## config.mk

```make
export PLATFORM = sky130hd
export DESIGN_NAME = ahbInterface
export DESIGN_NICKNAME = d
export VERILOG_FILES = /design/src/hdl/busPkg.sv /design/src/hdl/ahbInterface.sv /design/src/hdl/busFsm.sv
export VERILOG_INCLUDE_DIRS = /design/src /design/src/hdl
export SDC_FILE = /design/constraint.sdc
export NUM_CORES = 1
export LEC_CHECK = 0
export BUFFER_PORTS_ARGS = -buffer_cell sky130_fd_sc_hd__clkbuf_2
export CORE_AREA = 2 2 95 70
export DETAILED_ROUTE_END_ITERATION = 12
export DIE_AREA = 0 0 97 72
export GPL_TIMING_DRIVEN = 1
export PLACE_DENSITY = 0.76
export SKIP_LAST_GASP = 1
export SLEW_MARGIN = 15
export SYNTH_ARGS = -nofsm -noshare
export SYNTH_HDL_FRONTEND = slang
export SYNTH_SLANG_ARGS = --single-unit
```

## constraint.sdc

```tcl
create_clock -name HCLK -period 7.2 [get_ports HCLK]
set_clock_uncertainty 0.1 [all_clocks]
set_input_delay 1.44 -clock HCLK [delete_from_list [all_inputs] [get_ports HCLK]]
set_output_delay 1.44 -clock HCLK [all_outputs]
set_load 0.05 [all_outputs]
```

## src/hdl/bus_macros.svh

```systemverilog
// Data width, address width, RAM depth and wait-state ceiling defines for the bus path
`ifndef BUS_MACROS_SVH
`define BUS_MACROS_SVH

////////////////////
// Data path widths
////////////////////

// Width of one data word on the CPU side and on the bus
`define XLEN 32

// Byte address width seen by the AHB-Lite slave
`define BUS_ADDR_W 12

////////////////////
// Slave sizing
////////////////////

// Number of words in the RAM behind the bus
`define RAM_WORDS 1024

// Largest number of wait states the configuration block will store
`define WAIT_MAX 7

`endif

```

## src/hdl/busPkg.sv

```systemverilog
// Vector typedefs, transfer and request encodings, FSM enum and request and bus structs
`include "bus_macros.svh"

package busPkg;

  ////////////////////
  // Vector types
  ////////////////////

  // One data word as carried on HWDATA, HRDATA and the fetch buffer
  typedef logic [`XLEN-1:0] xlenData;
  // One write enable bit per byte lane of a data word
  typedef logic [`XLEN/8-1:0] byteMask;
  typedef logic [`BUS_ADDR_W-1:0] busAddr;
  // Three bits cover every wait-state count up to seven
  typedef logic [2:0] waitCount;

  // Kind of access the load/store unit is asking for
  typedef logic [1:0] busRw;
  localparam busRw RW_NONE  = 2'b00;
  localparam busRw RW_WRITE = 2'b01;
  localparam busRw RW_READ  = 2'b10;

  // AHB transfer kind where only IDLE and NONSEQ are ever driven
  typedef logic [1:0] htrans;
  localparam htrans HTRANS_IDLE   = 2'b00;
  localparam htrans HTRANS_NONSEQ = 2'b10;

  // The idle state doubles as the address phase of a new transfer
  typedef enum logic [1:0] {ADR_PHASE_IDLE, DATA_PHASE, CPU_HOLD} busState;

  // Request as the CPU presents it and holds it while stalled
  typedef struct packed {
    busRw    rw;
    busAddr  addr;
    byteMask mask;
    xlenData wdata;
  } cpuReq;

  // Every signal the master drives toward the slave
  typedef struct packed {
    busAddr  haddr;
    htrans   htrans;
    logic    hwrite;
    xlenData hwdata;
    byteMask hwstrb;
  } ahbMaster;

endpackage

```

## src/hdl/ahbInterface.sv

```systemverilog
// AHB-Lite master data path with fetch buffer, delayed write data and strobes, and bus FSM
`timescale 1ns/100ps

module ahbInterface import busPkg::*; (
  input  logic     HCLK,
  input  logic     rstN,
  input  logic     HREADY,
  input  xlenData  HRDATA,
  input  cpuReq    req,
  input  logic     CPUBusy,
  output ahbMaster bus,
  output logic     BusStall,
  output logic     BusCommitted,
  output xlenData  FetchBuffer
);

  htrans   hTrans;
  logic    hWrite;
  logic    captureEn;
  xlenData hwdataQ;
  byteMask hwstrbQ;

  ////////////////////
  // Write path
  ////////////////////

  // AHB wants write data and strobes one cycle after the address
  // Loading only on NONSEQ keeps them steady through any wait states
  always_ff @(posedge HCLK) begin
    if (hTrans == HTRANS_NONSEQ) begin
      hwdataQ <= req.wdata;
      hwstrbQ <= req.mask;
    end
  end

  ////////////////////
  // Read path
  ////////////////////

  // Holds the last read word until the next read completes
  always_ff @(posedge HCLK) begin
    if (captureEn) begin
      FetchBuffer <= HRDATA;
    end
  end

  // Gather the master side of the bus into one struct
  always_comb begin
    // The slave samples the address only while htrans is NONSEQ
    bus.haddr  = req.addr;
    bus.htrans = hTrans;
    bus.hwrite = hWrite;
    bus.hwdata = hwdataQ;
    bus.hwstrb = hwstrbQ;
  end

  ////////////////////
  // Control
  ////////////////////

  busFsm uBusFsm (
    .HCLK         (HCLK),
    .rstN         (rstN),
    .BusRW        (req.rw),
    .CPUBusy      (CPUBusy),
    .HREADY       (HREADY),
    .HTRANS       (hTrans),
    .HWRITE       (hWrite),
    .BusStall     (BusStall),
    .BusCommitted (BusCommitted),
    .CaptureEn    (captureEn)
  );

endmodule

```

## src/hdl/busFsm.sv

```systemverilog
// Bus state machine that sequences address phase, data phase and CPU hold
`timescale 1ns/100ps

module busFsm import busPkg::*; (
  input  logic  HCLK,
  input  logic  rstN,
  input  busRw  BusRW,
  input  logic  CPUBusy,
  input  logic  HREADY,
  output htrans HTRANS,
  output logic  HWRITE,
  output logic  BusStall,
  output logic  BusCommitted,
  output logic  CaptureEn
);

  busState curState;
  busState nextState;
  logic    reqValid;
  logic    reqRead;
  logic    addrPhase;
  logic    dataDone;

  // Any nonzero request kind starts a transfer
  assign reqValid = (BusRW != RW_NONE);
  assign reqRead  = (BusRW == RW_READ);

  // The address phase is the idle cycle in which a request is present
  assign addrPhase = (curState == ADR_PHASE_IDLE) && reqValid;

  // The data phase ends at the first edge that sees HREADY high
  assign dataDone = (curState == DATA_PHASE) && HREADY;

  ////////////////////
  // State register
  ////////////////////

  always_ff @(posedge HCLK) begin
    if (!rstN) begin
      curState <= ADR_PHASE_IDLE;
    end else begin
      curState <= nextState;
    end
  end

  ////////////////////
  // Next state
  ////////////////////

  always_comb begin
    nextState = curState;
    case (curState)
      ADR_PHASE_IDLE: begin
        // Address goes out now, so the next cycle is the data phase
        if (reqValid) begin
          nextState = DATA_PHASE;
        end
      end
      DATA_PHASE: begin
        // A busy CPU cannot take the result yet, so hold off the next transfer
        if (HREADY) begin
          nextState = CPUBusy ? CPU_HOLD : ADR_PHASE_IDLE;
        end
      end
      CPU_HOLD: begin
        // No transfer starts here even if req already shows the next access
        if (!CPUBusy) begin
          nextState = ADR_PHASE_IDLE;
        end
      end
      default: begin
        nextState = ADR_PHASE_IDLE;
      end
    endcase
  end

  ////////////////////
  // Outputs
  ////////////////////

  // Only one transfer is in flight, so NONSEQ never overlaps a data phase
  assign HTRANS = addrPhase ? HTRANS_NONSEQ : HTRANS_IDLE;
  assign HWRITE = addrPhase && (BusRW == RW_WRITE);

  // An access spans 2 + W cycles and the stall covers all of them but the last
  // The CPU sees the stall low at the edge that completes the transfer
  assign BusStall = addrPhase || ((curState == DATA_PHASE) && !HREADY);

  // Committed once the address has been accepted, and kept through CPU_HOLD
  assign BusCommitted = (curState != ADR_PHASE_IDLE);

  // Read data is valid on HRDATA in the final data-phase cycle
  assign CaptureEn = dataDone && reqRead;

endmodule

```

; Yosys cells after proc, flatten, opt, wreduce, memory -nomap -nowiden
; Index checks and enable logic that the tools add are counted.
[op_classes]
n_eq_ne = 8
muxes = 6
n_reduce_logical = 11
[op_table]
columns = op, count
row1 = $mux 2, 5
row2 = $eq 2x2->1 const B, 3
row3 = $pmux 2 s3, 1
row4 = $logic_and 1x1->1, 5
row5 = $eq 2x1->1 const B, 2
row6 = $ne 2x2->1 const B, 2
row7 = $reduce_bool 2->1, 2
row8 = $reduce_and 3->1, 1
row9 = $logic_not 2->1, 1
row10 = $ne 2x1->1 const B, 1
row11 = $logic_not 1->1, 1
row12 = $logic_or 1x1->1, 1
[totals]
ff_bits = 70
inputBits = 86
out_inout_bits = 85
word_cells = 29

; Longest topological paths before layout
[logic_depth]
ltp_word = 4
depth_mapped = 3
mapped_depth_nobuf = 2

; Hierarchy
; A second synthesis with hierarchy kept.
[unflattened]
cells_unflattened = 101
area_unflattened_um2 = 2312.2
[by_module_without_submodules]
columns = module, instances, cells_each, area_each_um2
row1 = ahbInterface, 1, 82, 2153.3
row2 = busFsm, 1, 19, 158.9

; Least setup slack after synthesis
; No wires, ideal clock.
[synth_timing]
path_type = input-to-reg
from = input HREADY
to = register FetchBuffer[0] (enable)
arrival_time_ns = 4.866
t_required_ns = 6.587
setup_slack_ns = 1.721
cell_stages = 2
path_buffers = 0
path_cell_list = nand2_1 > nor4b_1
[synth_via]
elab_chain_len = 2
[synth_lines]
columns = item, line_no
row1 = start: declaration, ahbInterface.sv:7  ; input logic HREADY,
row2 = $logic_and 1x1->1, busFsm.sv:32  ; assign dataDone = (curState == DATA_PHASE) && HREADY;
row3 = $logic_and 1x1->1, busFsm.sv:93  ; assign CaptureEn = dataDone && reqRead;
row4 = net captureEn, ahbInterface.sv:19  ; logic captureEn;
row5 = end signal: assignment, ahbInterface.sv:43  ; FetchBuffer <= HRDATA;
row6 = end: declaration, ahbInterface.sv:14  ; output xlenData FetchBuffer
; The timed path passes the listed nets, and every way through them passes these cells.
; A chain may end at the register's enable or synchronous reset.

==> results.yml <==
status:
  outcome: "finished, final reports clean"
clock_network:
  cts_max_path_buffers: 2
  postCtsHoldBufs: 0
  cts_resized: 0
  cts_buffers: 9
  clkTransAtPathRegs_ns: 0.06
  cts_setup_buffers: 0
  cts.sink_count: 70
  htreeDepth: 3
  clkLatencyLatePin_ns: 0.33
  root_buffer: "clkbuf_8"
  cts_tree: "done"
floorplanning:
  die-area_um2: 6980
  num_rows: 24
  initial_utilization_pct: 37.9
  die_y_um: 72
  core-area_um2: 6040
  die_w_um: 97
  io_pins: 171
power_and_ir_drop:
  p_leak_nw: 1.38
  p_per_area_nw_per_um2: 273
  ir_drop_mv: 0.140
timing:
  hold_viol_final: 0
  period_share_pct: 55.9
  fin_crit_ns: 4.03
  rsz0062_at_grt: "no"
  timing.fmax_ghz: 0.248
  slew_viol_final: 0
  holdWs_ns: 0.437
  setup_viol: 0
  setup_tns_ns: 0
place:
  io_buffers: 145
  dpl_cell_area_um2: 3020
  place_congestion: 0.737
routing:
  ant_nets: 0
  wl_um: 5100
  wl_per_cell_um: 15.7
  vias: 1391
  drc: 0
  via_per_inst: 4.28
  dr.pass1.iters: 4
  drt_iter0_markers: 56
worst_setup_path:
  crit_path_max_fanout: 37
  cp-start-kind: "primary input"
  cp.required_ns: 5.66
  cp.arrival_ns: 2.49
  path_class: "in -> out"
  endpoint_kind: "primary output"
global_routing:
  grt_pass1_vias: 1506
  antenna_found_initial: 0
  overflow: 0
  grt.total_usage_pct: 14.8
  grt_max_degree: 38
  grt_pass1_wl_um: 7660
final_layout:
  syn2layout_area_growth_pct: 39.2
  multiInputGateArea_um2: 104
  fillers: 524
  regArea_um2: 2080
  antenna_cells: 0
  nNetsFinal: 328
  drive_gt1_share_pct: 66.0
  final_cell_area_um2: 3180
logic_synthesis:
  synthTopCellsByCount: "edfxtp_1, buf_4, dfxtp_1, nand2_1, nor2_1"
  synth.yosys.seq_area_share_pct: 91.1
  syn-num-nets: 185
  yosysMostFrequentCell: "edfxtp_1"
  synth_largest_area_cell: "edfxtp_1"
  synth-warning-count: 0
  async_flop_share_pct: 0
  synth_cell_type_count: 15
  avgSynthCellArea_um2: 23.1
  yosys-top-cells-area: "edfxtp_1, buf_4, dfxtp_1"
  synth_ff_type: "edfxtp_1"
  synth_edf_count: 68
  netlist_area_um2: 2280
  postSynthCellCount: 99
  netlist.area_leader.share_pct: 89.4
  ys_ff_latch: 70
run:
  drv_cap: 0
min_path:
  hold_class: "reg -> reg"
[per-layer routing]
layer,share of wire [%],GRT usage [%],up-vias,wire [µm]
li1,-,-,648,-
met1,34,15.1,662,1760
met2,56,25.5,60,2870
met3,7.0,6.65,21,355
met4,2.4,8.45,0,125
met5,0,0,-,0
[layout by cell type (no fill, tap or decap)]
cell type and n:
nor3b_2 1, dfxtp_1 2, nor2_4 1, or2_4 1, a21oi_1 1, clkbuf_8 9, clkinv_1 3, nor3_1 1
nor4bb_1 1, clkbuf_2 145, nor4b_2 1, conb_1 1, clkinv_2 2, nor2_1 1, edfxtp_1 68, buf_4 2
nand3b_1 1, nand2b_1 1, nand2_1 2, clkbuf_1 1, clkinvlp_4 1, nor3b_1 1
[worst max-delay path: stages]
cell and delay [ns]:
clkbuf_2 0.12, nor2_1 0.07, nor2_4 0.07, buf_4 0.40, clkbuf_2 0.36
[worst paths after layout]
| path | cells past startpoint | from | slack [ns] | to |
|---|---|---|---|---|
| max | 5 | req[49] | 3.17 | bus[38] |
| max reg2reg | 3 | uBusFsm.curState[1] | 5.58 | hwdataQ[24] |
| min reg2reg | 2 | uBusFsm.curState[0] | 0.44 | uBusFsm.curState[1] |
| min | 2 | uBusFsm.curState[0] | 0.44 | uBusFsm.curState[1] |
[logic make-up (layout without fill, tap and decap cells)]
logic type,Yosys count,after routing,share of synthesized area [%]
other cells,1,1,0.164
compound gates,1,1,0.219
simple gates,12,12,3.56
buf+inv,15,163,4.93
flops,70,70,91.1
[through the flow]
| stage | setup slack (ns) | utilization [%] | cells | power (W) |
|---|---|---|---|---|
| 2_1_floorplan | 1.72 | - | 99 | 0.000600 |
| 3_3_place_gp | 3.19 | 50.1 | 309 | 0.000622 |
| 3_5_place_dp | 3.16 | 50.1 | 309 | 0.000626 |
| 4_1_cts | 3.15 | 52.7 | 325 | 0.000883 |
| 5_1_grt | 3.07 | 52.7 | 325 | 0.000905 |
| 6_report | 3.17 | 52.7 | 325 | 0.000868 |
[power breakdown]
| part | leakage, nW | switching [W] | total [W] | internal [W] |
|---|---|---|---|---|
| clock | 0.0786 | 0.000133 | 0.000253 | 0.000120 |
| sequential | 0.657 | 0.00000651 | 0.000480 | 0.000473 |
| combinational | 0.646 | 0.000104 | 0.000135 | 0.0000312 |
[flip-flops by register name, summed over array words and instances, names as in the netlist]
name,cells
FetchBuffer,32
uBusFsm.curState,2
hwdataQ,32
hwstrbQ,4
[cell type report]
| class | count | share of cell area [%] |
|---|---|---|
| clock buffers | 10 | 4.01 |
| clock inverters | 6 | 0.905 |
| multi-input cells | 14 | 3.27 |
| flip-flops and latches | 70 | 65.5 |
| well taps | 78 | 3.07 |
| repair buffers | 147 | 23.3 |
(Power assumes the default switching activity.)
